**config.mk**
```make
export PLATFORM = sky130hd
export DESIGN_NAME = mem_latency_timer
export DESIGN_NICKNAME = d
export VERILOG_FILES = /design/src/source/mem_latency_timer.sv
export SDC_FILE = /design/constraint.sdc
export NUM_CORES = 1
export LEC_CHECK = 0
export ABC_AREA = 1
export BUFFER_PORTS_ARGS = -buffer_cell sky130_fd_sc_hd__buf_4
export CELL_PAD_IN_SITES_DETAIL_PLACEMENT = 0
export CELL_PAD_IN_SITES_GLOBAL_PLACEMENT = 2
export CORE_AREA = 5 5 42 44
export DETAILED_ROUTE_END_ITERATION = 7
export DIE_AREA = 0 0 47 49
export PLACE_DENSITY = 0.49
export SLEW_MARGIN = 15
export SYNTH_ARGS = -nofsm -noshare
export SYNTH_HDL_FRONTEND = slang
export SYNTH_SLANG_ARGS = --single-unit
```
**constraint.sdc**
```tcl
create_clock -name clock -period 1 [get_ports clock]
set_input_delay 0.05 -clock clock [delete_from_list [all_inputs] [get_ports clock]]
set_output_delay 0.05 -clock clock [all_outputs]
set_load 0.05 [all_outputs]
```
**src/source/mem_latency_timer.sv**
```systemverilog
`timescale 1ns/100ps

module mem_latency_timer #(
	parameter MEM_LATENCY = 4
)(
	input			clock,
	input			reset,
	input			start,
	output logic	done
);

	localparam CNT_WIDTH = $clog2(MEM_LATENCY);

	logic					busy;
	logic [CNT_WIDTH-1:0]	count;

	// last cycle of the access
	assign done = busy && (count == '0);

	always_ff @(posedge clock)
	begin
		if (reset)
		begin
			busy  <= 1'b0;
			count <= '0;
		end
		else if (!busy)
		begin
			// start is ignored while an access is running
			if (start)
			begin
				busy  <= 1'b1;
				count <= CNT_WIDTH'(MEM_LATENCY - 1);
			end
		end
		else if (count == '0)
		begin
			busy <= 1'b0;
		end
		else
		begin
			count <= count - 1'b1;
		end
	end

endmodule

```
# [After elaboration in Yosys (flattened, before gate mapping)]
# Index checks and enable logic that the tools add are counted.
[totals] register_bits=3 input_bits=3 out_inout_bits=1 wordCells=14
[op_classes] addsub=1 n_eq_ne=1 mux=6 reduce_logical=4
[op_table] operator="2-to-1 mux 2 bit" n=3
[op_table] operator="2-to-1 mux 1 bit" n=3
[op_table] operator="zero test 2 bit" n=1
[op_table] operator="!= test 2 bit, second input constant" n=1
[op_table] operator="AND reduction 2 bit" n=1
[op_table] operator="nonzero test 2 bit" n=1
[op_table] operator="subtractor 2 x 1 -> 2 bit, second input constant" n=1
[op_table] operator="logical AND 1 bit" n=1

# [Depth between registers and ports, before layout]
[depth] word_depth=3 ltp_mapped=7

# [Worst setup path after synthesis]
# No wires, ideal clock.
[synth_timing] kind="register -> output" from="reg count[0]" to="out done" t_arrival_ps=874 t_required_ps=950 setup_slack_ps=76 stages_incl_launch_ff=5 path_buffers=0 cell_sequence="dfxtp_1 > inv_1 > ha_1 > nand2_1 > inv_1"
[synth_between] elab_chain_cells=2
[synth_rtl] element="start, declared" line_no="15" source="logic [CNT_WIDTH-1:0] count;"
[synth_rtl] element="start signal, assigned" line_no="33" source="count <= CNT_WIDTH'(MEM_LATENCY - 1);"
[synth_rtl] element="start signal, assigned" line_no="42" source="count <= count - 1'b1;"
[synth_rtl] element="zero test 2 bit" line_no="18" source="assign done = busy && (count == '0);"
[synth_rtl] element="logical AND 1 bit" line_no="18"
[synth_rtl] element="end, declared" line_no="9" source="output logic done"
# Every way passes these cells.

# [Final worst setup path]
[layout_timing] from="reg count[1]" to="out done"
# The elaborated chain is that of the path after synthesis.

==> impl_metrics.py <==
metrics = {
    "synthesis": {
        "ys_types": 9,
        "ys_seq_area_share_pct": 39.3,
        "ys_async_sr_fraction_pct": 0,
        "synth_flop_cell": "dfxtp_1",
        "avgSynthCellArea_sq_um": 6.64,
        "postSynthCellCount": 23,
        "synth_top_family_by_area": "simple AND/OR/NAND/NOR gates",
        "synth_area_leaders": "dfxtp_1 (39%), inv_1 (12%), nand2_1 (9.8%), nor2_1 (9.8%), ha_1 (8.2%)",
        "netlist_top_cells_count": "inv_1 (5), nand2_1 (4), nor2_1 (4)",
        "synth_xor_area_share_pct": 0,
        "synthAdderAreaFrac_pct": 8.20,
        "synthMuxAreaShare_pct": 0,
        "syn_area_sq_um": 153,
        "ys_seq_elements": 3,
        "synth_compound_area_share_pct": 3.28,
        "yosys.area.top_type": "dfxtp_1",
        "synth_nets": 27,
        "synthSimpleGateAreaFrac_pct": 34.4,
        "synth_top_cell_area_share_pct": 39.3,
        "synth.most_common_cell": "inv_1",
        "synth_edf_count": 0,
        "yosysWarnings": 0,
    },
    "global_routing": {
        "first_global_vias": 169,
        "antenna_found_initial": 0,
        "grt_max_degree": 6,
        "gr-total-overflow": 0,
        "grt_first_pass_wirelength_um": 558,
        "globalRouteTotalUtil_pct": 3.87,
    },
    "die": {
        "die_h_um": 49,
        "die_w_um": 47,
        "std_cell_rows": 14,
        "start_util_pct": 10.9,
        "die_area_sq_um": 2300,
        "coreArea_sq_um": 1400,
        "ioPinCount": 4,
    },
    "power": {
        "internal_power_w": 0.000346,
        "p_sw_share_pct": 27.5,
        "p_per_area_nw_per_um2": 1730,
        "peakVddDrop_mv": 0.510,
        "switchingPower_w": 0.000131,
        "pwr-share-comb_pct": 26.1,
        "power.share.clock_pct": 43.2,
        "p_leak_nw": 0.133,
        "seqPwrFrac_pct": 30.7,
    },
    "critical_path": {
        "crit_path_end_kind": "output port",
        "reg2reg_slack_ps": 10,
        "crit_slowest_cell": "dfxtp_2",
        "crit_arrival_ps": 980,
        "crit_end": "done",
        "startpoint_type": "flip-flop",
        "crit_type": "flip-flop to output port",
        "rr_worst_depth": 8,
        "reg2reg_from": "count[1]",
        "cp_common_cell": "inv_2",
        "path_cells": "inv_2 -> ha_4 -> nand2_2 -> inv_2 -> buf_8",
        "path_max_fanout": 2,
        "startpoint": "count[1]",
        "r2r-end": "count[0]",
        "critical-path-max-stage-delay_ps": 310,
        "worstPathRequired_ps": 950,
    },
    "timing": {
        "timing.hold.ws_ps": 108,
        "fmax_mhz": 968,
        "fin_skew_ps": 0.740,
        "grt_setup_unrepaired": "yes",
        "slew_headroom_pct": 86.7,
        "finalCriticalPeriod_ps": 1030,
        "final-hold-violation-count": 0,
        "worst_pin_slew_ps": 199,
        "fin_crit_sh_pct": 103,
        "setup_violations": 1,
        "slew_violations": 0,
        "fin_ws_ps": -33.0,
    },
    "drt": {
        "drtPass1Iterations": 1,
        "drc": 0,
        "via_per_inst": 3.18,
        "drt_iter0_markers": 0,
        "vias": 156,
        "wl_per_cell_um": 6.86,
        "drt_wl_total_um": 336,
        "antenna_left": 0,
    },
    "clock_network": {
        "clock_tree.root_cell": "clkbuf_4",
        "cts_sinks": 3,
        "cts_buffers": 3,
        "clk_latency_ps": 230,
        "clk_pin_slew_ps": 30,
        "cts_tree": "built",
        "htreeDepth": 1,
        "cts_max_path_buffers": 2,
    },
    "placement": {
        "gp_congestion": 0.656,
        "port-buffer-count": 3,
        "hpwl_um": 243,
    },
    "cells_and_area": {
        "antenna_cells": 0,
        "nets": 38,
        "fin_util_pct": 19.7,
        "area_growth_pct": 81.1,
        "drive_gt1_share_pct": 57.6,
    },
    "status": {
        "status": "complete, but fails checks",
        "violations": "negative setup slack",
    },
    "hold_path": {
        "hold_class": "input port to flip-flop",
        "holdCritStartpoint": "start",
    },
    "flow_run": {
        "max-cap-violations": 0,
    },
}
-- logic make-up after synthesis --
kind of cell	Yosys count
AOI/OAI and AO/OA	1
and+or+nand+nor	12
buffers and inverters	6
adders and majority gates	1
DFF	3
-- per-stage QoR --
step	worst slack [ps]	area, sq um	cells	power (W)	setup TNS (ps)
after global placement	34.6	203	43	0.000229	0
after floorplan	75.5	153	23	0.000201	0
after detailed placement	46.4	203	43	0.000229	0
after CTS	-58.9	265	49	0.000477	-93.9
after global routing	-76.0	277	49	0.000511	-193
final	-33.0	277	49	0.000478	-33.0
-- registers in the layout (all words and copies together), names as in the netlist --
signal and cells:
busy 1, count 2
-- critical path: cells and delay by family, from the launching register on --
family / cells / cell delay (ps)
fa+ha+maj: 1 / 130
simple gates: 1 / 50
buf+inv: 3 / 260
flops: 1 / 310
-- metal layers --
layer	routed length, um	vias to the layer above	GRT usage, %
met4	0	0	6.91
li1	-	86	-
met1	117	67	2.84
met3	20	0	1.11
met2	198	3	5.43
met5	0	-	0
-- placed cells by master (no fill, tap or decap), drive strengths merged --
master       Yosys  final
nand3            2      2
buf              0      5
nand2            6      6
inv              6      6
dfxtp            3      3
ha               1      1
dlygate4sd3      0      1
a21oi            1      1
nor2             4      4
clkbuf           0      4
-- power by group through the flow --
stage	Combinational (W)	Sequential (W)	Clock, W
2_1_floorplan	0.0000581	0.000143	0
3_3_place_gp	0.0000845	0.000145	0
3_5_place_dp	0.0000847	0.000144	0
4_1_cts	0.000110	0.000146	0.000221
5_1_grt	0.000140	0.000149	0.000222
6_report	0.000125	0.000147	0.000206
-- worst min-delay path by stage --
stage | endpoint | slack [ps] | cells after the start
after floorplan | busy | 120 | 1
after global placement | busy | 220 | 2
after detailed placement | busy | 220 | 2
after CTS | busy | 100 | 3
after global routing | busy | 120 | 3
final | busy | 110 | 3
-- area by class of cell --
cell class | instances | area [sq um]
fill | 170 | 1120
multi-input combinational | 14 | 87.6
sequential | 3 | 62.6
timing repair buffer | 6 | 55.1
clock buffer | 4 | 26.3
inverter | 6 | 25.0
tap | 16 | 20.0
-- timing repair --
action	in CTS	in global routing
setup endpoints to repair	1	4
cloned	0	0
hold endpoints to repair	1	0
buffers inserted	1	0
hold buffers	1	0
pin swaps	1	0
gates resized for setup	7	5
Note: power is estimated with default switching activity, not from simulation.
