## config.mk

```make
export PLATFORM = sky130hd
export DESIGN_NAME = dcache_controller
export DESIGN_NICKNAME = d
export VERILOG_FILES = /design/src/source/dcache_pkg.sv /design/src/source/dcache_controller.sv
export SDC_FILE = /design/constraint.sdc
export NUM_CORES = 1
export LEC_CHECK = 0
export BUFFER_PORTS_ARGS = -buffer_cell sky130_fd_sc_hd__buf_4
export CORE_AREA = 2 2 119 121
export CTS_CLUSTER_DIAMETER = 60
export CTS_CLUSTER_SIZE = 8
export DETAILED_ROUTE_END_ITERATION = 10
export DIE_AREA = 0 0 121 123
export PLACE_DENSITY_LB_ADDON = 0.05
export SYNTH_ARGS = -nofsm -noshare
export SYNTH_HDL_FRONTEND = slang
export SYNTH_SLANG_ARGS = --single-unit
```

## constraint.sdc

```tcl
create_clock -name clock -period 4.4 [get_ports clock]
set_input_delay 0.88 -clock clock [delete_from_list [all_inputs] [get_ports clock]]
set_output_delay 0.88 -clock clock [all_outputs]
set_load 0.01 [all_outputs]
```

## src/source/dcache_pkg.sv

```systemverilog
package dcache_pkg;

	// width of one cached word
	localparam int DATA_WIDTH = 32;

	// AXI response codes
	localparam logic [1:0] RESP_OKAY   = 2'b00;
	localparam logic [1:0] RESP_SLVERR = 2'b10;

	// controller FSM states
	typedef enum logic [2:0]
	{
		ST_IDLE,
		// resolve hit or miss for the latched request
		ST_LOOKUP,
		// dirty victim going out to backing memory
		ST_WRITEBACK,
		// read miss waiting on backing memory
		ST_REFILL,
		// response held until the master takes it
		ST_RESPOND
	} ctrl_state_t;

endpackage

```

## src/source/dcache_controller.sv

```systemverilog
`timescale 1ns/100ps

module dcache_controller #(
	parameter ADDR_WIDTH = 12
)(
	input										clock,
	input										reset,
	// AXI4-Lite slave
	input [ADDR_WIDTH-1:0]						awaddr,
	input										awvalid,
	output logic								awready,
	input [dcache_pkg::DATA_WIDTH-1:0]			wdata,
	input										wvalid,
	output logic								wready,
	output logic [1:0]							bresp,
	output logic								bvalid,
	input										bready,
	input [ADDR_WIDTH-1:0]						araddr,
	input										arvalid,
	output logic								arready,
	output logic [dcache_pkg::DATA_WIDTH-1:0]	rdata,
	output logic [1:0]							rresp,
	output logic								rvalid,
	input										rready,
	// cache storage
	output logic [ADDR_WIDTH-1:0]				addr,
	output logic								lookup,
	output logic								write_hit,
	output logic								install,
	output logic								install_dirty,
	output logic [dcache_pkg::DATA_WIDTH-1:0]	install_data,
	input										hit,
	input [dcache_pkg::DATA_WIDTH-1:0]			hit_data,
	input										victim_dirty,
	input [ADDR_WIDTH-1:0]						victim_addr,
	input [dcache_pkg::DATA_WIDTH-1:0]			victim_data,
	// latency timer
	output logic								start,
	input										done,
	// backing memory
	output logic [ADDR_WIDTH-1:0]				mem_addr,
	output logic								mem_write,
	output logic [dcache_pkg::DATA_WIDTH-1:0]	mem_write_data,
	input [dcache_pkg::DATA_WIDTH-1:0]			mem_read_data
);

	dcache_pkg::ctrl_state_t				state;
	logic									req_write;
	logic [dcache_pkg::DATA_WIDTH-1:0]		req_wdata;
	logic									misaligned;
	logic									to_respond;
	logic [1:0]								resp_code;
	logic [dcache_pkg::DATA_WIDTH-1:0]		resp_data;

	assign misaligned = (addr[1:0] != 2'b00);

	// misaligned requests never touch the storage
	assign lookup    = (state == dcache_pkg::ST_LOOKUP) && !misaligned;
	assign write_hit = lookup && req_write && hit;

	always_comb
	begin
		case (state)
			dcache_pkg::ST_LOOKUP:    install = lookup && !hit && req_write && !victim_dirty;
			dcache_pkg::ST_WRITEBACK: install = done && req_write;
			dcache_pkg::ST_REFILL:    install = done;
			default:                  install = 1'b0;
		endcase
	end

	// writes install dirty, refills install clean
	assign install_dirty = req_write;
	assign install_data  = req_write ? req_wdata : mem_read_data;

	// the request is finished this cycle
	assign to_respond = ((state == dcache_pkg::ST_LOOKUP) &&
	                     (misaligned || hit || (req_write && !victim_dirty))) ||
	                    ((state == dcache_pkg::ST_WRITEBACK) && done && req_write) ||
	                    ((state == dcache_pkg::ST_REFILL) && done);

	assign resp_code = ((state == dcache_pkg::ST_LOOKUP) && misaligned) ?
	                   dcache_pkg::RESP_SLVERR : dcache_pkg::RESP_OKAY;

	always_comb
	begin
		if (state != dcache_pkg::ST_LOOKUP)
			resp_data = mem_read_data;
		else if (misaligned)
			resp_data = '0;
		else
			resp_data = hit_data;
	end

	always_ff @(posedge clock)
	begin
		if (reset)
		begin
			state     <= dcache_pkg::ST_IDLE;
			arready   <= 1'b0;
			awready   <= 1'b0;
			wready    <= 1'b0;
			bvalid    <= 1'b0;
			rvalid    <= 1'b0;
			start     <= 1'b0;
			mem_write <= 1'b0;
			req_write <= 1'b0;
		end
		else
		begin
			start     <= 1'b0;
			mem_write <= 1'b0;
			if (to_respond)
			begin
				state  <= dcache_pkg::ST_RESPOND;
				rvalid <= !req_write;
				bvalid <= req_write;
				rresp  <= resp_code;
				bresp  <= resp_code;
				rdata  <= resp_data;
			end
			else
			begin
				case (state)
					dcache_pkg::ST_IDLE:
					begin
						if (arvalid && arready)
						begin
							addr      <= araddr;
							req_write <= 1'b0;
							arready   <= 1'b0;
							state     <= dcache_pkg::ST_LOOKUP;
						end
						else if (awvalid && awready && wvalid && wready)
						begin
							addr      <= awaddr;
							req_wdata <= wdata;
							req_write <= 1'b1;
							awready   <= 1'b0;
							wready    <= 1'b0;
							state     <= dcache_pkg::ST_LOOKUP;
						end
						else
						begin
							// reads win when both are pending
							arready <= arvalid;
							awready <= awvalid && wvalid && !arvalid;
							wready  <= awvalid && wvalid && !arvalid;
						end
					end
					dcache_pkg::ST_LOOKUP:
					begin
						start <= 1'b1;
						if (victim_dirty)
						begin
							mem_addr       <= victim_addr;
							mem_write_data <= victim_data;
							mem_write      <= 1'b1;
							state          <= dcache_pkg::ST_WRITEBACK;
						end
						else
						begin
							mem_addr <= addr;
							state    <= dcache_pkg::ST_REFILL;
						end
					end
					dcache_pkg::ST_WRITEBACK:
					begin
						// only a read miss gets here with done
						if (done)
						begin
							start    <= 1'b1;
							mem_addr <= addr;
							state    <= dcache_pkg::ST_REFILL;
						end
					end
					dcache_pkg::ST_RESPOND:
					begin
						if ((rvalid && rready) || (bvalid && bready))
						begin
							rvalid <= 1'b0;
							bvalid <= 1'b0;
							state  <= dcache_pkg::ST_IDLE;
						end
					end
					default:
					begin
						state <= state;
					end
				endcase
			end
		end
	end

endmodule

```

== Yosys cells after proc, flatten, opt, wreduce, memory -nomap -nowiden ==
Index checks and enable logic that the tools add are counted.
Word-level totals
  memories: 0
  output and inout port bits: 135
  register bits after elaboration: 132
  bits in writable memories: 0
  latch bits: 0
  word-level logic and storage cells: 112
  memory bits (read-only): 0
  input bits: 174
Cells by class
  add/subtract/negate cells: 0
  multipliers: 0
  $lt $le $gt $ge: 0
  reductions and logical operators: 52
  muxes and demuxes: 29
  shift operators: 0
  equal/unequal tests: 12
  bitwise logic cells: 4
  divide/modulo/power cells: 0
Operators by type and width (number)
  32-bit two-way mux: 3
  12-bit two-way mux: 4
  12-bit case mux with 2 select lines: 1
  1-bit logical AND: 21
  4-bit AND reduction: 5
  3-bit two-way mux: 5
  1-bit two-way mux: 12
  3-bit case mux with 4 select lines: 1
  2-bit nonzero test: 5
  3-bit != test (second input constant): 3
  3-bit AND reduction: 3
  3-bit by 2-bit == test with 1-bit output (second input constant): 2
  2-bit != test (second input constant): 3
  1-bit zero test: 5
  1-bit logical OR: 5
  5-bit AND reduction: 1
  5-bit nonzero test: 1
  4-bit != test (second input constant): 1
  1-bit NOT: 4
  2-bit AND reduction: 2
  4-bit nonzero test: 1
  3-bit by 1-bit == test with 1-bit output (second input constant): 1
  3-bit == test (second input constant): 1
  3-bit zero test: 1
  other kinds (6): 6

== Depth between registers and ports, before layout ==
  word-level depth: 8
  gate-level depth with buffers: 6
  depth with buffers taken out: 4

== Worst setup path before layout ==
Ideal clock, no wire load.
  path kind: input to register
  start: input hit
  end: register req_wdata[0] in the netlist's numbering (enable)
  cell stages on the path: 4
  setup slack: 53 ps
  data arrival time: 3886 ps
  required time: 3939 ps
  path through: o41ai_1 -> nand3b_1 -> buf_2 -> nor3_1
On the way
  longest elaborated chain between the ends: 7
Ends and longest elaborated chain
  start: declaration: RTL line dcache_controller.sv:32  | input hit,
  1-bit logical OR (2 in series): RTL line dcache_controller.sv:77  | (misaligned || hit || (req_write && !victim_dirty))) ||
  1-bit logical AND: RTL line dcache_controller.sv:76  | assign to_respond = ((state == dcache_pkg::ST_LOOKUP) &&
  1-bit logical OR: RTL line dcache_controller.sv:77
  1-bit logical OR: RTL line dcache_controller.sv:78  | ((state == dcache_pkg::ST_WRITEBACK) && done && req_write) ||
  1-bit NOT (no line)
  5-bit AND reduction (no line)
  end signal: assignment: RTL line dcache_controller.sv:136  | req_wdata <= wdata;
  end: declaration: RTL line dcache_controller.sv:49  | logic [dcache_pkg::DATA_WIDTH-1:0] req_wdata;
Every way passes these cells.
A chain may end at the register's enable or synchronous reset.

== Worst setup path in the final report ==
  start: register state[0]
  end: output install
On the way
  longest elaborated chain between the ends: 6
Ends and longest elaborated chain
  start: declaration: RTL line dcache_controller.sv:47  | dcache_pkg::ctrl_state_t state;
  start signal: assignment: RTL line dcache_controller.sv:98  | state <= dcache_pkg::ST_IDLE;
  start signal: assignment: RTL line dcache_controller.sv:114  | state <= dcache_pkg::ST_RESPOND;
  start signal: assignment: RTL line dcache_controller.sv:131  | state <= dcache_pkg::ST_LOOKUP;
  3-bit by 1-bit == test with 1-bit output: RTL line dcache_controller.sv:58, dcache_controller.sv:63
  1-bit logical AND: RTL line dcache_controller.sv:58  | assign lookup = (state == dcache_pkg::ST_LOOKUP) && !misaligned;
  1-bit logical AND (3 in series): RTL line dcache_controller.sv:64  | dcache_pkg::ST_LOOKUP: install = lookup && !hit && req_write && !victim_dirty;
  1-bit case mux with 3 select lines (*): RTL line dcache_controller.sv:63  | case (state)
  end: declaration: RTL line dcache_controller.sv:29  | output logic install,
Every way passes the cells marked *; elsewhere a longest branch is shown, timed or not.

==> impl_metrics.ini <==
[cells_and_area]
syn2layout_area_growth_pct = 58.9
fillers = 1107
drive_gt1_share_pct = 65.4
n_antenna_cell = 0
fin_area_um2 = 8310
multi_input_area_um2 = 1280
seq_area_um2 = 3830
nets = 783

[yosys]
syn_area_um2 = 5230
synth_enable_flop_cells = 121
synth.distinct_cells = 38
synth-main-ff-cell = edfxtp_1
ys_seq_area_share_pct = 73.3
synth_area_per_cell_um2 = 17.5
synthCells = 298
synth-seq-cells = 131
synth_async_sr_flop_share_pct = 0
ys_warn_count = 0

[routing]
drt-initial-drc-count = 161
ant_nets = 0
wl_per_cell_um = 17.8
met2WireLength_um = 7420
m1WireLength_um = 5250
met3_length_um = 1360
post_drt_via_cell_ratio = 4.78
drt_pass1_iterations = 4
drc_errors = 0
vias = 3834
topRoutingLayerUsed = met4
wirelength_um = 14300

[global_route]
grt_max_degree = 41
track_usage_pct = 18.8
grt.overflow.total = 0
grt_pass1_vias = 3783
grt_pass1_wl_um = 20400
antenna_found_initial = 0

[timing]
worst_slew_pin_slew_ns = 1.13
fin_setup_tns_ns = 0
setup_violations = 0
max_freq_mhz = 287
min_period_ns = 3.49
maxSlewViolCount = 0
skew_ns = 0.00591
rsz0062_at_grt = false
finalCritPeriodShare_pct = 79.3
hold_viol_final = 0
maxSlewHeadroom_pct = 24.4

[power_and_ir_drop]
cellLeakagePower_nw = 3.39
ir_drop_v = 0.000286
power_density_nw_per_um2 = 462

[clock_tree]
cts_hold_buffers = 0
clockRootBuffer = clkbuf_16
clkLatencyLatePin_ns = 0.41
cts_tree = yes
cts_setup_buffers = 0
cts-htree-levels = 4
clk_pin_slew_ns = 0.06
cts_made_buffers = 17
cts_buffer_depth = 2
ctsResizeCount = 0
clock-sinks = 131

[outcome]
status = finished clean

[min_path]
min_path_cells = 2
hold_class = flip-flop to flip-flop
hold_path_end = arready$_SDFFE_PP0P_
min-delay-start = arready$_SDFFE_PP0P_

[placed_design]
dp_hpwl_um = 10600
io_buffers = 306
place.gp.congestion = 0.794
place_area_um2 = 7690

[critical_path]
cp_max_fo = 35
worst_setup_path_start_kind = flip-flop
r2r_cells = 5
worst_r2r_endpoint = req_wdata[27]$_DFFE_PP_
required_ns = 3.52
endpoint_kind = output pin
ff2ff_setup_slack_ns = 1.26
crit_start = state[0]$_SDFFE_PP0P_
crit_arrival_ns = 2.61
reg2reg_from = install_dirty$_SDFFE_PP0P_
crit_type = flip-flop to output pin

[floorplanning]
rows = 43
io_pins = 309
dieArea_um2 = 14900
die_x_um = 121
coreArea_um2 = 13600
die_h_um = 123
initial_core_util_pct = 38.4

[run]
drv_cap = 0
cell usage after synthesis, types with 2 or more instances:
| cell | instances | area (um2) |
|---|---|---|
| nor3_1 | 4 | 20.0 |
| clkbuf_1 | 7 | 26.3 |
| a22o_1 | 32 | 280 |
| o21ai_0 | 2 | 10.0 |
| edfxtp_1 | 121 | 3630 |
| buf_2 | 3 | 15.0 |
| nor2_1 | 6 | 22.5 |
| buf_4 | 4 | 30.0 |
| o2bb2ai_1 | 2 | 17.5 |
| nor2b_1 | 2 | 12.5 |
| mux2_2 | 57 | 642 |
| inv_1 | 2 | 7.51 |
| a21oi_1 | 8 | 40.0 |
| buf_6 | 5 | 56.3 |
| buf_1 | 2 | 7.51 |
| nand2_1 | 10 | 37.5 |
| dfxtp_1 | 10 | 200 |
power by group:
| group | switching (mW) | internal (mW) |
|---|---|---|
| combinational | 0.387 | 0.409 |
| clock | 0.508 | 0.943 |
| sequential | 0.0645 | 1.53 |
cells by family after synthesis:
family                 synth area share, %
AOI/OAI and AO/OA                     8.06
other                               0.0717
buffers and inverters                 2.73
muxes                                 12.3
and+or+nand+nor                       3.54
DFF                                   73.3
layer usage:
layer / track usage [%] / up-vias
met5: 0 / -
met4: 8.07 / 0
met3: 7.33 / 16
met2: 32.2 / 203
met1: 20.9 / 1802
li1: - / 1813
cell type report:
cell class / count / share of cell area [%]
inverters: 2 / 0.0904
clock buffers: 18 / 5.17
clock inverters: 14 / 2.26
well taps: 180 / 2.71
flip-flops and latches: 131 / 46.2
multi-input cells: 145 / 15.4
repair buffers: 312 / 28.2
registers in the layout, summed over array words and instances (netlist names):
name            flops
mem_write_data     32
rdata              32
req_wdata          32
addr               12
mem_addr           12
state               3
arready             1
bvalid              1
install_dirty       1
mem_write           1
rresp               1
rvalid              1
start               1
wready              1
layout by cell type, fill, tap and decap left out, types with 4 or more instances in the layout:
master,synthesis,final
bufinv_16,0,4
mux2_2,57,57
dfxtp_1,10,9
nor2_1,6,5
clkinvlp_4,0,6
nand2_1,10,10
edfxtp_1,121,121
a22o_1,32,32
clkbuf_16,0,17
buf_4,4,312
a21oi_1,8,7
critical path, stage by stage (launching register included):
cell	delay, ns
dfxtp_1	0.51
or3b_1	0.38
buf_4	0.27
nor3_4	0.15
buf_4	0.39
nand2_2	0.09
o41ai_2	0.23
buf_4	0.18
how the worst max path moves through the flow:
stage / depth (start not counted) / endpoint / slack [ns]
after floorplan: 4 / req_wdata[0]$_DFFE_PP_ / 0.05
after global placement: 5 / req_wdata[27]$_DFFE_PP_ / 1.14
after detailed placement: 5 / req_wdata[27]$_DFFE_PP_ / 1.06
after CTS: 7 / install / 0.89
after global routing: 7 / install / 0.72
final: 7 / install / 0.91
through the flow:
| stage | hold WS (ns) | util (%) | worst slack (ns) | instances | power (mW) |
|---|---|---|---|---|---|
| floorplan | 0.485 | - | 0.0529 | 299 | 2.05 |
| global placement | 0.468 | 56.5 | 1.14 | 770 | 2.40 |
| detailed placement | 0.480 | 56.5 | 1.06 | 770 | 2.42 |
| CTS | 0.493 | 61.0 | 0.886 | 802 | 3.89 |
| global route | 0.525 | 61.0 | 0.721 | 802 | 4.01 |
| finish | 0.488 | 61.0 | 0.911 | 802 | 3.84 |
No activity file was read; power rests on OpenSTA's default activity.
