## config.mk

```make
export PLATFORM = sky130hd
export DESIGN_NAME = dcache_mem
export DESIGN_NICKNAME = d
export VERILOG_FILES = /design/src/source/dcache_pkg.sv /design/src/source/dcache_mem.sv
export SDC_FILE = /design/constraint.sdc
export NUM_CORES = 1
export LEC_CHECK = 0
export BUFFER_PORTS_ARGS = -buffer_cell sky130_fd_sc_hd__buf_2
export CAP_MARGIN = 40
export CORE_UTILIZATION = 32
export CTS_CLUSTER_DIAMETER = 40
export DETAILED_ROUTE_END_ITERATION = 8
export SLEW_MARGIN = 5
export SYNTH_ARGS = -nofsm -noshare
export SYNTH_HDL_FRONTEND = slang
export SYNTH_SLANG_ARGS = --single-unit
export TNS_END_PERCENT = 20
```

## constraint.sdc

```tcl
create_clock -name clock -period 10.5 [get_ports clock]
set_input_delay 1.05 -clock clock [delete_from_list [all_inputs] [get_ports clock]]
set_output_delay 1.05 -clock clock [all_outputs]
set_load 0.02 [all_outputs]
```

## src/source/dcache_pkg.sv

```systemverilog
package dcache_pkg;

	// width of one cached word
	localparam int DATA_WIDTH = 32;

	// AXI response codes
	localparam logic [1:0] RESP_OKAY   = 2'b00;
	localparam logic [1:0] RESP_SLVERR = 2'b10;

	// controller FSM states
	typedef enum logic [2:0]
	{
		ST_IDLE,
		// resolve hit or miss for the latched request
		ST_LOOKUP,
		// dirty victim going out to backing memory
		ST_WRITEBACK,
		// read miss waiting on backing memory
		ST_REFILL,
		// response held until the master takes it
		ST_RESPOND
	} ctrl_state_t;

endpackage

```

## src/source/dcache_mem.sv

```systemverilog
`timescale 1ns/100ps

module dcache_mem #(
	parameter ADDR_WIDTH = 12,
	parameter NUM_SETS   = 8
)(
	input										clock,
	input										reset,
	// request from the controller
	input [ADDR_WIDTH-1:0]						addr,
	input										lookup,
	input										write_hit,
	input										install,
	input										install_dirty,
	input [dcache_pkg::DATA_WIDTH-1:0]			install_data,
	// lookup results for the addressed set
	output logic								hit,
	output logic [dcache_pkg::DATA_WIDTH-1:0]	hit_data,
	output logic								victim_dirty,
	output logic [ADDR_WIDTH-1:0]				victim_addr,
	output logic [dcache_pkg::DATA_WIDTH-1:0]	victim_data
);

	localparam INDEX_WIDTH = $clog2(NUM_SETS);
	localparam TAG_WIDTH   = ADDR_WIDTH - 2 - INDEX_WIDTH;

	// tag and data arrays, two ways per set
	logic [TAG_WIDTH-1:0]					tag_mem [NUM_SETS][2];
	logic [dcache_pkg::DATA_WIDTH-1:0]		data_mem [NUM_SETS][2];

	logic [NUM_SETS-1:0][1:0]				valid_bits;
	logic [NUM_SETS-1:0][1:0]				dirty_bits;
	// per set, the way to replace next
	logic [NUM_SETS-1:0]					lru;

	logic [INDEX_WIDTH-1:0]					index;
	logic [TAG_WIDTH-1:0]					tag;
	logic									hit_way0;
	logic									hit_way1;
	logic									hit_way;
	logic									victim_way;

	// word address split with the byte offset dropped
	assign index = addr[INDEX_WIDTH+1:2];
	assign tag   = addr[ADDR_WIDTH-1:INDEX_WIDTH+2];

	assign hit_way0 = valid_bits[index][0] && (tag_mem[index][0] == tag);
	assign hit_way1 = valid_bits[index][1] && (tag_mem[index][1] == tag);
	assign hit      = hit_way0 || hit_way1;
	assign hit_way  = hit_way1;
	assign hit_data = data_mem[index][hit_way];

	assign victim_way = lru[index];
	// an invalid victim never needs a writeback
	assign victim_dirty = valid_bits[index][victim_way] && dirty_bits[index][victim_way];
	assign victim_addr  = {tag_mem[index][victim_way], index, 2'b00};
	assign victim_data  = data_mem[index][victim_way];

	// word and tag storage
	always_ff @(posedge clock)
	begin
		if (write_hit)
		begin
			data_mem[index][hit_way] <= install_data;
		end
		else if (install)
		begin
			data_mem[index][victim_way] <= install_data;
			tag_mem[index][victim_way]  <= tag;
		end
	end

	// line state and replacement
	always_ff @(posedge clock)
	begin
		if (reset)
		begin
			valid_bits <= '0;
			dirty_bits <= '0;
			lru        <= '0;
		end
		else
		begin
			if (write_hit)
			begin
				dirty_bits[index][hit_way] <= 1'b1;
			end
			else if (install)
			begin
				valid_bits[index][victim_way] <= 1'b1;
				dirty_bits[index][victim_way] <= install_dirty;
			end

			// the way just used becomes most recent
			if ((lookup || write_hit) && hit)
			begin
				lru[index] <= ~hit_way;
			end
			else if (install)
			begin
				lru[index] <= ~victim_way;
			end
		end
	end

endmodule

```

# [Word-level counts from Yosys, hierarchy flattened]
# Memories as Yosys holds them, arrays and structs flattened.
# Cells that the tools add are included.
[classes] magnitude_cmp=10 eq_ne=2 muxes=112 bitwise=71 reduce_logical=14
[ops] op="two-way mux 32 bit" n=8
[ops] op="two-way mux 64 bit" n=2
[ops] op="two-way mux 1 bit" n=75
[ops] op="demux 32 bit (select 1 bit)" n=2
[ops] op="OR 1 bit" n=64
[ops] op="two-way mux 16 bit" n=2
[ops] op="OR 16 bit" n=2
[ops] op="two-way mux 7 bit" n=4
[ops] op="bitwise mux 16 bit" n=1
[ops] op="bitwise mux 8 bit" n=2
[ops] op="two-way mux 8 bit" n=2
[ops] op="== test 7 bit" n=2
[ops] op="two-way mux 14 bit" n=1
[ops] op="binary-select mux 2 bit (select 3 bit)" n=2
[ops] op="demux 2 bit (select 3 bit)" n=2
[ops] op="logical AND 1 bit" n=9
[ops] op="two-way mux 2 bit" n=4
[ops] op="demux 7 bit (select 1 bit)" n=1
[ops] op="greater-or-equal comparator 2 bit (second input constant)" n=2
[ops] op="< comparator 1 x 2 -> 1 bit (second input constant)" n=2
[ops] op="< comparator 2 x 1 -> 1 bit (second input constant)" n=2
[ops] op="< comparator 3 x 4 -> 1 bit (second input constant)" n=1
[ops] op="inverter 1 -> 2 bit" n=2
[ops] op="nonzero test 2 bit" n=2
[ops] op="other kinds (8)" n=13
[word_totals] reg_bits=40 ramBits=624 inputBits=50 word_cells=228 mem_count=2
[mem_list] memory="data_mem" words=8 word_bits=64 rd=1 rd_clocked_by_memory_dff=0 wr=1 line="dcache_mem.sv:29" text="logic [dcache_pkg::DATA_WIDTH-1:0] data_mem [NUM_SETS][2];"
[mem_list] memory="tag_mem" words=8 word_bits=14 rd=1 rd_clocked_by_memory_dff=0 wr=1 line="dcache_mem.sv:28" text="logic [TAG_WIDTH-1:0] tag_mem [NUM_SETS][2];"

# [Longest topological paths before layout]
# Gate-level depths: netlist of the first run.
[depth] depth_word=11 ltp_mapped=12

# [Least setup slack after synthesis of the first run]
# OpenSTA, ideal clock, no wires.
[synth_path] path_type="input -> register" from="in addr[2]" to="mem data_mem[1][0] in the netlist's numbering, enable pin" setup_ns=0.430 arrival_ns=4.266 required_ns=10.070 setup_slack_ns=5.805 stages=8 n_path_buf=1 path_cell_list="buf_4 mux4_2 mux2i_2 xor2_1 nand3_1 nor4_4 nand2_1 o21bai_1"
[synth_between] elab_chain_len=10 elab_cells_between_ends=22 classes_between="order compare (4); eq/ne (1); mux (10); bitwise (3); reduce/logical (3); memory (1)"
[synth_rtl] element="from (decl)" line="dcache_mem.sv:10" text="input [ADDR_WIDTH-1:0] addr,"
[synth_rtl] element="memory (8 x 14 bit) or binary-select mux 2 bit (select 3 bit) (tied branches)"
[synth_rtl] element="== test 7 bit or two-way mux 2 bit (tied branches)" line="dcache_mem.sv:48" text="assign hit_way1 = valid_bits[index][1] && (tag_mem[index][1] == tag);"
[synth_rtl] element="logical AND 1 bit" line="dcache_mem.sv:48"
[synth_rtl] element="inverter 1 -> 2 bit (not written as such)" line="dcache_mem.sv:64" text="data_mem[index][hit_way] <= install_data;"
[synth_rtl] element="greater-or-equal comparator 2 bit (not written as such) or < comparator 2 x 1 -> 1 bit (tied branches)" line="dcache_mem.sv:64"
[synth_rtl] element="logical AND 1 bit (not written as such)" line="dcache_mem.sv:64"
[synth_rtl] element="two-way mux 32 bit (not written as such)" line="dcache_mem.sv:64"
[synth_rtl] element="demux 32 bit (select 1 bit)" line="dcache_mem.sv:64"
[synth_rtl] element="two-way mux 64 bit (not written as such)" line="dcache_mem.sv:64"
[synth_rtl] element="OR 1 bit (no source line)"
[synth_rtl] element="to (decl)" line="dcache_mem.sv:29"
# Several ways; a longest one is shown, not always the timed one. The select of a mux whose other input is x is not followed.

# [Final worst setup path of the first run]
[layout_path] from="in addr[2]" to="out hit_data[23] in the netlist's numbering"
[layout_between] elab_chain_len=7 elab_cells_between_ends=10 classes_between="eq/ne (1); mux (5); bitwise (1); reduce/logical (1); memory (2)"
[layout_rtl] element="memory (8 x 14 bit) or binary-select mux 2 bit (select 3 bit) (tied branches)"
[layout_rtl] element="== test 7 bit or two-way mux 2 bit (tied branches)" line="dcache_mem.sv:48"
[layout_rtl] element="logical AND 1 bit" line="dcache_mem.sv:48"
[layout_rtl] element="inverter 1 -> 2 bit (not written as such)" line="dcache_mem.sv:51" text="assign hit_data = data_mem[index][hit_way];"
[layout_rtl] element="two-way mux 32 bit (not written as such) (*) (3 in a row)" line="dcache_mem.sv:51"
[layout_rtl] element="to (decl)" line="dcache_mem.sv:18" text="output logic [dcache_pkg::DATA_WIDTH-1:0] hit_data,"
# Mark *: on every way between the ends. The rest lies on a longest branch, timed or not. The select of a mux whose other input is x is not followed.

==> load_flow_metrics.sql, run 1 <==
INSERT INTO impl_metrics (metric_group, metric, value, unit) VALUES
('status', 'status', 'completed', ''),
('sta', 'setup-tns-final', '0', 'ps'),
('worst_setup_path', 'crit_path_start', 'addr[2]', ''),
('die', 'floorplan.core_area', '77800', 'um2'),
('global_route', 'pin_count_of_the_biggest_net_entering_global_routing', '69', ''),
('drt', 'drc', '0', ''),
('sta', 'hold_viol_final', '0', ''),
('synthesis', 'synth_top_area_frac', '0.740', ''),
('global_route', 'antenna_found_initial', '8', ''),
('synthesis', 'synth_edf_count', '624', ''),
('worst_setup_path', 'cp_max_fo', '49', ''),
('cts', 'cts_tree', 'yes', ''),
('worst_setup_path', 'worstPathArrival', '4660', 'ps'),
('synthesis', 'synth_top_cells_by_area', 'sky130_fd_sc_hd__edfxtp_1, sky130_fd_sc_hd__a22oi_1, sky130_fd_sc_hd__dfxtp_1, sky130_fd_sc_hd__nor2_1, sky130_fd_sc_hd__a21oi_1', ''),
('worst_setup_path', 'timing.critical_path.max_delay_family', 'buffers and inverters', ''),
('die', 'floorplan.die_area', '80200', 'um2'),
('synthesis', 'synthesis.area', '25300', 'um2'),
('placement', 'place.detailed.hpwl', '35.9', 'mm'),
('drt', 'num_vias', '15100', ''),
('global_route', 'globalRoute.totalOverflow', '0', ''),
('drt', 'drt.antenna.violating_nets', '0', ''),
('sta', 'min_period', '5710', 'ps'),
('cts', 'clock_tree.root_cell', 'sky130_fd_sc_hd__clkbuf_16', ''),
('cts', 'cts_max_level', '3', ''),
('sta', 'clock.fmax', '0.175', 'GHz'),
('die', 'die_height', '283', 'um'),
('global_route', 'wire_length_of_the_first_global_routing_pass', '99.5', 'mm'),
('sta', 'max-slew-margin-rel', '0.413', ''),
('synthesis', 'syn_avg_cell_area', '16.4', 'um2'),
('worst_setup_path', 'regToRegSetupSlack', '6440', 'ps'),
('synthesis', 'synthCells', '1545', ''),
('synthesis', 'synth_area_leader_cell', 'sky130_fd_sc_hd__edfxtp_1', ''),
('worst_setup_path', 'timing.critical_path.mode_cell', 'sky130_fd_sc_hd__buf_4', ''),
('worst_setup_path', 'timing.rr.start', 'tag_mem[6][3]', ''),
('cts', 'clk_latency', '630', 'ps'),
('synthesis', 'synth.yosys.warnings', '0', ''),
('placement', 'io_buffer_count', '123', ''),
('placement', 'placement.setup.worst_slack', '4830', 'ps'),
('worst_hold_path', 'min_from', 'valid_bits[10]', ''),
('sta', 'period_share', '0.543', ''),
('die', 'die_x', '283', 'um'),
('global_route', 'vias_in_the_first_global_route', '15100', ''),
('worst_setup_path', 'setup.worst_path.start_class', 'primary input', ''),
('synthesis', 'async_reset_ff_frac', '0', ''),
('drt', 'wl_per_cell', '24.4', 'um'),
('cts', 'cts_post_setup_buffers_inserted', '0', ''),
('worst_setup_path', 'cp_capture_type', 'output port', ''),
('placement', 'globalplace.congestion', '0.812', ''),
('finish', 'drive_gt1_frac', '0.198', ''),
('worst_setup_path', 'critical_path.max_stage_delay', '740', 'ps'),
('finish', 'mostFrequentLayoutCell', 'sky130_fd_sc_hd__edfxtp_1', ''),
('worst_setup_path', 'timing.critical_path.required', '9450', 'ps'),
('finish', 'most-common-layout-cells', 'sky130_fd_sc_hd__edfxtp_1, sky130_fd_sc_hd__a22oi_1, sky130_fd_sc_hd__buf_2', ''),
('sta', 'unrepaired_setup_endpoints_after_global_routing', 'false', ''),
('cts', 'postCtsResizedCells', '0', ''),
('die', 'placementRows', '102', ''),
('synthesis', 'yosysSeqAreaShare', '0.772', ''),
('synthesis', 'yosys_register_bits', '664', ''),
('cts', 'cts_hold_buffers', '0', ''),
('worst_setup_path', 'critical-path-slowest-cell', 'sky130_fd_sc_hd__buf_4', ''),
('finish', 'area_growth', '19.9', '%'),
('synthesis', 'netlist_cell_types', '52', ''),
('cts', 'clock_transition_time_at_the_flip_flop_clock_pins_of_the_worst_setup_and_hold_paths', '50', 'ps'),
('worst_setup_path', 'worstSetupPathType', 'in -> out', ''),
('cts', 'clkSinkCount', '664', ''),
('drt', 'drt-total-wl', '68.4', 'mm'),
('cts', 'clockBufferDepth', '3', ''),
('sta', 'fin_clk_skew', '43.1', 'ps'),
('run', 'max-cap-violations', '0', ''),
('pwr', 'max-vdd-ir-drop', '0.127', 'mV'),
('drt', 'dr.first_iter.drc_count', '1450', '');
-- synth_stat cells (12+ instances only) --
| library cell | count |
|---|---|
| sky130_fd_sc_hd__a21oi_1 | 88 |
| sky130_fd_sc_hd__a22oi_1 | 279 |
| sky130_fd_sc_hd__and4_1 | 32 |
| sky130_fd_sc_hd__buf_2 | 15 |
| sky130_fd_sc_hd__buf_4 | 13 |
| sky130_fd_sc_hd__clkbuf_1 | 67 |
| sky130_fd_sc_hd__dfxtp_1 | 40 |
| sky130_fd_sc_hd__edfxtp_1 | 624 |
| sky130_fd_sc_hd__mux2i_1 | 42 |
| sky130_fd_sc_hd__mux4_2 | 12 |
| sky130_fd_sc_hd__nand2_1 | 23 |
| sky130_fd_sc_hd__nand4_1 | 36 |
| sky130_fd_sc_hd__nor2_1 | 124 |
| sky130_fd_sc_hd__o21a_1 | 24 |
| sky130_fd_sc_hd__o21ai_0 | 12 |
| sky130_fd_sc_hd__o22ai_1 | 12 |
-- worst reg2reg max path: cells and delay by family, from the launching register on --
family / cells / cell delay, ps
AO/OA/AOI/OAI: 1 / 270
XOR/XNOR: 1 / 240
buffers and inverters: 3 / 1090
flip-flops: 1 / 370
multiplexers: 2 / 730
AND/OR/NAND/NOR: 3 / 950
-- area by class of cell --
| class | count | area [um2] |
|---|---|---|
| antenna | 1 | 2.50 |
| clock buffer | 96 | 2200 |
| inverter | 6 | 22.5 |
| multi-input combinational | 774 | 5480 |
| fill | 7118 | 47500 |
| clock inverter | 51 | 676 |
| timing repair buffer | 166 | 1120 |
| tap | 1040 | 1300 |
| sequential | 664 | 19500 |
-- kinds of logic (layout without fill, tap and decap cells) --
logic type / count (synthesis) / count (layout) / synth area share
AOI/OAI and AO/OA: 449 / 449 / 0.124
muxes: 61 / 61 / 0.0305
and+or+nand+nor: 252 / 252 / 0.0514
other: 1 / 3 / 0.000148
buffers and inverters: 108 / 319 / 0.0187
xor gates and xnor gates: 10 / 10 / 0.00346
DFF: 664 / 664 / 0.772
-- flip-flops by register name (all words and copies together) (netlist names) --
name and cells:
dirty_bits 16, lru 8, valid_bits 16, data_mem 512, tag_mem 112
-- routing by layer --
layer | GRT usage | part of all wire
met4 | 0.0435 | 0.020
met2 | 0.265 | 0.47
met3 | 0.0348 | 0.075
met1 | 0.229 | 0.43
met5 | 0 | 0.00086
-- per-stage QoR --
stage / power, mW / util / hold slack [ps] / instances / instance area [um2]
floorplan: 3.24 / - / 435 / 1546 / 25300
global placement: 3.40 / 0.349 / 442 / 2635 / 27200
detailed placement: 3.41 / 0.353 / 454 / 2650 / 27500
CTS: 6.30 / 0.390 / 466 / 2797 / 30300
global route: 6.43 / 0.390 / 481 / 2797 / 30300
finish: 6.25 / 0.390 / 464 / 2798 / 30300
-- worst paths after layout --
path,endpoint,cells past startpoint
max,hit_data[23],9
min,valid_bits[10],1
max reg2reg,data_mem[4][28],10
min reg2reg,valid_bits[10],1
-- where the power goes --
| group | internal (mW) | total (mW) | leakage (nW) | switching, mW |
|---|---|---|---|---|
| logic | 0.117 | 0.398 | 2.43 | 0.282 |
| clock network | 1.77 | 2.89 | 1.37 | 1.12 |
| registers | 2.95 | 2.96 | 5.97 | 0.0138 |
Power figures use the tool's default switching activity.
==> run 2: changes to the inputs <==
==> constraint.sdc (replaced) <==
create_clock -name clock -period 5.9 [get_ports clock]
set_input_delay 0.59 -clock clock [delete_from_list [all_inputs] [get_ports clock]]
set_output_delay 0.59 -clock clock [all_outputs]
set_load 0.02 [all_outputs]
==> load_flow_metrics.sql, run 2 (synthesis results as in run 1) <==
INSERT INTO impl_metrics (metric_group, metric, value, unit) VALUES
('worst_hold_path', 'min_from', 'install_data[11]', ''),
('sta', 'clock.fmax', '0.209', 'GHz'),
('placement', 'io_buffer_count', '123', ''),
('global_route', 'globalRoute.totalOverflow', '0', ''),
('worst_setup_path', 'worstPathArrival', '4210', 'ps'),
('worst_setup_path', 'cp_capture_type', 'output port', ''),
('drt', 'drc', '0', ''),
('placement', 'globalplace.congestion', '0.814', ''),
('cts', 'clk_latency', '640', 'ps'),
('worst_setup_path', 'setup.worst_path.start_class', 'primary input', ''),
('sta', 'period_share', '0.813', ''),
('cts', 'cts_hold_buffers', '0', ''),
('die', 'floorplan.die_area', '80200', 'um2'),
('worst_setup_path', 'cp_max_fo', '43', ''),
('pwr', 'cellLeakagePower', '9.91', 'nW'),
('pwr', 'power_frac_seq', '0.459', ''),
('sta', 'hold_viol_final', '0', ''),
('sta', 'timing_max_transition_violations_final', '0', ''),
('finish', 'largestRegisters', 'data_mem (512), tag_mem (112)', ''),
('worst_setup_path', 'timing.rr.end', 'data_mem[5][1]', ''),
('pwr', 'switchingPower', '2.63', 'mW'),
('die', 'floorplan.core_area', '77800', 'um2'),
('cts', 'postCtsResizedCells', '0', ''),
('drt', 'num_vias', '15200', ''),
('die', 'effective_utilization_at_floorplan', '0.325', ''),
('sta', 'tightestPinTransition', '903', 'ps'),
('drt', 'dr.first_iter.drc_count', '1636', ''),
('die', 'placementRows', '102', ''),
('worst_hold_path', 'worstHoldEndpoint', 'data_mem[7][43]', ''),
('finish', 'largest_reg_flops', '512', ''),
('global_route', 'antenna_found_initial', '8', ''),
('finish', 'area_growth', '21.0', '%'),
('sta', 'unrepaired_setup_endpoints_after_global_routing', 'false', ''),
('pwr', 'power.total', '11.5', 'mW'),
('die', 'ios', '128', ''),
('sta', 'timing.final.setup_violations', '0', ''),
('sta', 'setup-tns-final', '0', 'ps'),
('worst_setup_path', 'timing.critical_path.required', '5310', 'ps'),
('drt', 'drt-pass1-iter-count', '5', ''),
('global_route', 'wire_length_of_the_first_global_routing_pass', '99.3', 'mm'),
('finish', 'finish.net_count', '1755', ''),
('finish', 'regMostFlops', 'data_mem', ''),
('pwr', 'pwr_density_cell', '375', 'nW/um2'),
('finish', 'drive_gt1_frac', '0.206', ''),
('cts', 'clkSinkCount', '664', ''),
('run', 'max-cap-violations', '0', ''),
('worst_setup_path', 'timing.rr.start', 'tag_mem[3][3]', ''),
('sta', 'max-slew-margin-rel', '0.397', ''),
('sta', 'fin_clk_skew', '55.2', 'ps'),
('die', 'die_height', '283', 'um'),
('pwr', 'power.combinational.fraction', '0.062', ''),
('placement', 'place.detailed.hpwl', '36.9', 'mm'),
('drt', 'drt.antenna.violating_nets', '0', ''),
('global_route', 'groute.usage.overall', '0.166', ''),
('cts', 'cts_post_setup_buffers_inserted', '0', ''),
('worst_setup_path', 'rr_worst_depth', '8', ''),
('cts', 'cts_buffer_count', '87', ''),
('pwr', 'intPower', '8.84', 'mW'),
('cts', 'clock_tree.root_cell', 'sky130_fd_sc_hd__clkbuf_16', ''),
('finish', 'mostFrequentLayoutCell', 'sky130_fd_sc_hd__edfxtp_1', ''),
('drt', 'wl_per_cell', '24.0', 'um'),
('drt', 'post_drt_via_cell_ratio', '5.38', ''),
('worst_setup_path', 'regToRegSetupSlack', '2000', 'ps'),
('worst_setup_path', 'worstSetupPathType', 'in -> out', ''),
('cts', 'cts_max_level', '3', ''),
('sta', 'min_period', '4800', 'ps'),
('worst_hold_path', 'hold_path.class', 'in -> reg', ''),
('pwr', 'power.clock.fraction', '0.479', ''),
('pwr', 'max-vdd-ir-drop', '0.217', 'mV'),
('worst_hold_path', 'hold-path-cell-count', '1', ''),
('cts', 'clock_transition_time_at_the_flip_flop_clock_pins_of_the_worst_setup_and_hold_paths', '60', 'ps'),
('status', 'status', 'completed', ''),
('global_route', 'vias_in_the_first_global_route', '15100', ''),
('pwr', 'switching_share', '0.229', ''),
('global_route', 'pin_count_of_the_biggest_net_entering_global_routing', '70', ''),
('drt', 'drt-total-wl', '67.8', 'mm'),
('cts', 'cts_tree', 'yes', ''),
('die', 'die_x', '283', 'um'),
('finish', 'most-common-layout-cells', 'sky130_fd_sc_hd__edfxtp_1, sky130_fd_sc_hd__a22oi_1, sky130_fd_sc_hd__buf_2', ''),
('cts', 'clockBufferDepth', '3', ''),
('worst_setup_path', 'crit_path_start', 'addr[2]', '');
-- run 2: cell count changes in the layout (fill, tap and decap cells not counted), sizes merged --
cell	previous run	this run
clkbuf	96	97
clkinvlp	9	7
bufinv	10	13
diode	1	2
inv	13	21
buf	166	172
clkinv	25	31
-- run 2: final cells by class --
class	count	area (um2)
Fill cell	7136	47200
Sequential cell	664	19500
Multi-Input combinational cell	774	5480
Clock buffer	97	2260
Tap cell	1040	1300
Timing Repair Buffer	172	1180
Clock inverter	66	840
Inverter	6	22.5
Antenna cell	2	5.00
-- run 2: power groups by stage --
| stage | combinational (mW) | sequential [mW] | clock, mW |
|---|---|---|---|
| after CTS | 0.711 | 5.27 | 5.57 |
| after detailed placement | 0.708 | 5.37 | 0 |
| after global routing | 0.763 | 5.27 | 5.76 |
| after floorplan | 0.400 | 5.36 | 0 |
| final | 0.707 | 5.27 | 5.50 |
| after global placement | 0.692 | 5.36 | 0 |
-- run 2: per-layer routing --
metal | part of all wire | vias to the layer above | global-route usage
met5 | 0.00069 | - | 0
met1 | 0.41 | 7732 | 0.215
met4 | 0.030 | 8 | 0.0580
li1 | - | 6643 | -
met3 | 0.082 | 143 | 0.0423
met2 | 0.48 | 644 | 0.269
-- run 2: worst max path at each step --
stage                      end  slack, ps  cells after the start
6_report          hit_data[30]       1100                     10
5_1_grt           hit_data[30]        950                     10
4_1_cts           hit_data[30]       1130                     10
3_5_place_dp    data_mem[5][5]       1110                      9
2_1_floorplan   data_mem[1][0]       1660                      8
3_3_place_gp   data_mem[5][10]       1110                      9
-- run 2: critical path: stages --
cell and delay [ps]:
sky130_fd_sc_hd__buf_4 540, sky130_fd_sc_hd__mux4_2 610, sky130_fd_sc_hd__mux2i_2 270, sky130_fd_sc_hd__xor2_1 280, sky130_fd_sc_hd__nand3_1 160, sky130_fd_sc_hd__nor4_4 710
sky130_fd_sc_hd__buf_4 420, sky130_fd_sc_hd__nor2_1 80, sky130_fd_sc_hd__a21oi_1 280, sky130_fd_sc_hd__buf_2 240
-- run 2: stage by stage --
stage          worst slack [ps]  cell area (um2)   util  hold slack, ps  instances
2_1_floorplan              1660            25300      -             435       1546
3_3_place_gp               1110            27400  0.352             442       2651
3_5_place_dp               1110            27500  0.353             453       2655
4_1_cts                    1130            30600  0.393             285       2818
5_1_grt                     951            30600  0.393             302       2820
6_report                   1100            30600  0.393             319       2821
==> run 3: changes to the inputs <==
==> constraint.sdc (replaced) <==
create_clock -name clock -period 4.15 [get_ports clock]
set_input_delay 0.415 -clock clock [delete_from_list [all_inputs] [get_ports clock]]
set_output_delay 0.415 -clock clock [all_outputs]
set_load 0.02 [all_outputs]
==> load_flow_metrics.sql, run 3 (synthesis results as in run 1) <==
INSERT INTO impl_metrics (metric_group, metric, value, unit) VALUES
('status', 'status', 'completed', ''),
('pwr', 'max-vdd-ir-drop', '0.405', 'mV'),
('global_route', 'grtUsageMet3', '0.0380', ''),
('worst_setup_path', 'worstPathArrival', '3430', 'ps'),
('cts', 'cts_hold_buffers', '0', ''),
('sta', 'timing.hold.ws', '146', 'ps'),
('worst_setup_path', 'cp_cell_sequence', 'mux4_2, mux2i_1, xor2_1, nand3_1, nor4_4, buf_12, buf_12, nor2_1, a21oi_1, buf_4, buf_2', ''),
('sta', 'unrepaired_setup_endpoints_after_global_routing', 'false', ''),
('placement', 'placement.setup.worst_slack', '263', 'ps'),
('global_route', 'antenna_found_initial', '7', ''),
('sta', 'fin_clk_skew', '27.0', 'ps'),
('drt', 'post_drt_via_cell_ratio', '5.36', ''),
('drt', 'wl_per_cell', '23.9', 'um'),
('drt', 'num_vias', '15300', ''),
('die', 'placementRows', '102', ''),
('finish', 'area_growth', '23.2', '%'),
('placement', 'place.detailed.hpwl', '37.8', 'mm'),
('cts', 'cts_tree', 'yes', ''),
('global_route', 'wire_length_of_the_first_global_routing_pass', '99.8', 'mm'),
('global_route', 'groute.usage.overall', '0.167', ''),
('sta', 'timing.final.ws_setup', '302', 'ps'),
('die', 'floorplan.die_area', '80200', 'um2'),
('die', 'die_height', '283', 'um'),
('worst_setup_path', 'cp_max_fo', '20', ''),
('finish', 'stdcell_count', '2856', ''),
('drt', 'dr.first_iter.drc_count', '1647', ''),
('sta', 'clock.fmax', '0.260', 'GHz'),
('drt', 'drt-pass1-iter-count', '5', ''),
('pwr', 'pwr_density_cell', '532', 'nW/um2'),
('finish', 'stdcell_area', '31200', 'um2'),
('cts', 'clockBufferDepth', '3', ''),
('placement', 'place.detailed.instances', '2685', ''),
('worst_setup_path', 'timing.critical_path.required', '3730', 'ps'),
('finish', 'post-route-util', '0.400', ''),
('pwr', 'power.total', '16.6', 'mW'),
('worst_setup_path', 'critical-path-slowest-cell', 'sky130_fd_sc_hd__mux4_2', ''),
('worst_setup_path', 'timing.critical_path.mode_cell', 'sky130_fd_sc_hd__buf_12', ''),
('sta', 'tightestPinTransition', '828', 'ps'),
('drt', 'drt-total-wl', '68.3', 'mm'),
('run', 'max-cap-violations', '0', ''),
('cts', 'clkSinkCount', '664', ''),
('worst_setup_path', 'cp_capture_type', 'output port', ''),
('sta', 'hold_viol_final', '0', ''),
('placement', 'globalplace.congestion', '0.800', ''),
('die', 'die_x', '283', 'um'),
('finish', 'multiInputGateArea', '5480', 'um2'),
('placement', 'placed_cell_area', '27900', 'um2'),
('finish', 'mostFrequentLayoutCell', 'sky130_fd_sc_hd__edfxtp_1', ''),
('worst_setup_path', 'worstSetupPathType', 'reg -> out', ''),
('finish', 'regMostFlops', 'data_mem', ''),
('sta', 'timing.final.setup_violations', '0', ''),
('cts', 'clk_latency', '640', 'ps'),
('global_route', 'groute.layer.met2.usage', '0.274', ''),
('finish', 'final-seq-area', '19500', 'um2'),
('finish', 'layout.filler_cells', '7082', ''),
('die', 'floorplan.core_area', '77800', 'um2'),
('global_route', 'globalRoute.totalOverflow', '0', ''),
('worst_setup_path', 'regToRegSetupSlack', '880', 'ps'),
('die', 'ios', '128', ''),
('worst_setup_path', 'rr_worst_depth', '11', ''),
('worst_hold_path', 'hold-path-cell-count', '1', ''),
('finish', 'drive_gt1_frac', '0.222', ''),
('global_route', 'global_route.peak_usage_layer', 'met2', ''),
('sta', 'period_share', '0.927', ''),
('cts', 'cts_max_level', '3', ''),
('finish', 'antenna_cells_inserted', '0', ''),
('global_route', 'vias_in_the_first_global_route', '15200', ''),
('global_route', 'pin_count_of_the_biggest_net_entering_global_routing', '69', ''),
('worst_setup_path', 'timing.rr.start', 'tag_mem[7][1]', ''),
('worst_setup_path', 'timing.rr.end', 'data_mem[2][28]', ''),
('die', 'effective_utilization_at_floorplan', '0.325', ''),
('worst_setup_path', 'critical_path.max_stage_delay', '490', 'ps'),
('worst_hold_path', 'min_from', 'install_data[27]', ''),
('cts', 'clock_transition_time_at_the_flip_flop_clock_pins_of_the_worst_setup_and_hold_paths', '50', 'ps'),
('placement', 'io_buffer_count', '123', ''),
('finish', 'largestRegisters', 'data_mem (512), tag_mem (112)', ''),
('sta', 'max-slew-margin-rel', '0.447', ''),
('finish', 'finish.net_count', '1790', ''),
('worst_hold_path', 'hold_path.class', 'in -> reg', ''),
('drt', 'drt.antenna.violating_nets', '0', ''),
('sta', 'setup-tns-final', '0', 'ps'),
('worst_hold_path', 'worstHoldEndpoint', 'data_mem[7][27]', ''),
('cts', 'cts_buffer_count', '91', ''),
('global_route', 'grt_util_met1', '0.223', ''),
('drt', 'drc', '0', ''),
('finish', 'most-common-layout-cells', 'sky130_fd_sc_hd__edfxtp_1, sky130_fd_sc_hd__a22oi_1, sky130_fd_sc_hd__buf_2', ''),
('sta', 'timing_max_transition_violations_final', '0', ''),
('cts', 'clock_tree.root_cell', 'sky130_fd_sc_hd__clkbuf_16', ''),
('finish', 'largest_reg_flops', '512', ''),
('pwr', 'cellLeakagePower', '10.2', 'nW'),
('worst_setup_path', 'setup.worst_path.start_class', 'flip-flop', ''),
('sta', 'min_period', '3850', 'ps');
## run 3: changes by cell type in the layout (fill, tap and decap cells not counted), sizes merged
| cell | change |
|---|---|
| bufinv | +1 |
| buf | +31 |
| inv | +2 |
| clkinvlp | +3 |
| clkbuf | +5 |
| diode | -2 |
| clkinv | -5 |
## run 3: worst max path at each step
| stage | cells after the start | startpoint | slack [ps] | end |
|---|---|---|---|---|
| final | 11 | tag_mem[7][1] | 300 | hit_data[22] |
| after CTS | 10 | tag_mem[7][1] | 250 | hit_data[23] |
| after detailed placement | 10 | addr[2] | 260 | hit_data[23] |
| after floorplan | 8 | addr[2] | 90 | data_mem[1][0] |
| after global placement | 10 | addr[2] | 220 | hit_data[23] |
| after global routing | 10 | tag_mem[7][1] | 60 | hit_data[23] |
## run 3: routing by layer
| layer | wire length [um] | part of all wire | vias to the layer above |
|---|---|---|---|
| li1 | - | - | 6715 |
| met4 | 1190 | 0.017 | 8 |
| met1 | 28900 | 0.42 | 7835 |
| met2 | 32900 | 0.48 | 647 |
| met5 | 50 | 0.00073 | - |
| met3 | 5280 | 0.077 | 107 |
## run 3: worst max-delay path, delay by kind of cell, from the launching register on
| kind | cells | cell delay [ps] |
|---|---|---|
| buffers and inverters | 4 | 660 |
| xor gates and xnor gates | 1 | 290 |
| muxes | 2 | 790 |
| AOI/OAI and AO/OA | 1 | 160 |
| and+or+nand+nor | 3 | 550 |
| DFF | 1 | 350 |
## run 3: where the power goes
part | switching, mW | total (mW) | internal [mW]
Sequential | 0.0347 | 7.49 | 7.45
Clock | 3.04 | 8.07 | 5.03
Combinational | 0.715 | 1.03 | 0.320
## run 3: what timing repair did
action                     4_1_cts  5_1_grt
setup buffers                    2        0
setup endpoints to repair        2        0
gates resized for setup          0        0
## run 3: final cells by class
cell class,count,share of cell area
flip-flops and latches,664,0.627
multi-input cells,774,0.176
clock buffers,102,0.0750
repair buffers,203,0.0518
well taps,1040,0.0417
clock inverters,67,0.0284
inverters,6,0.000722
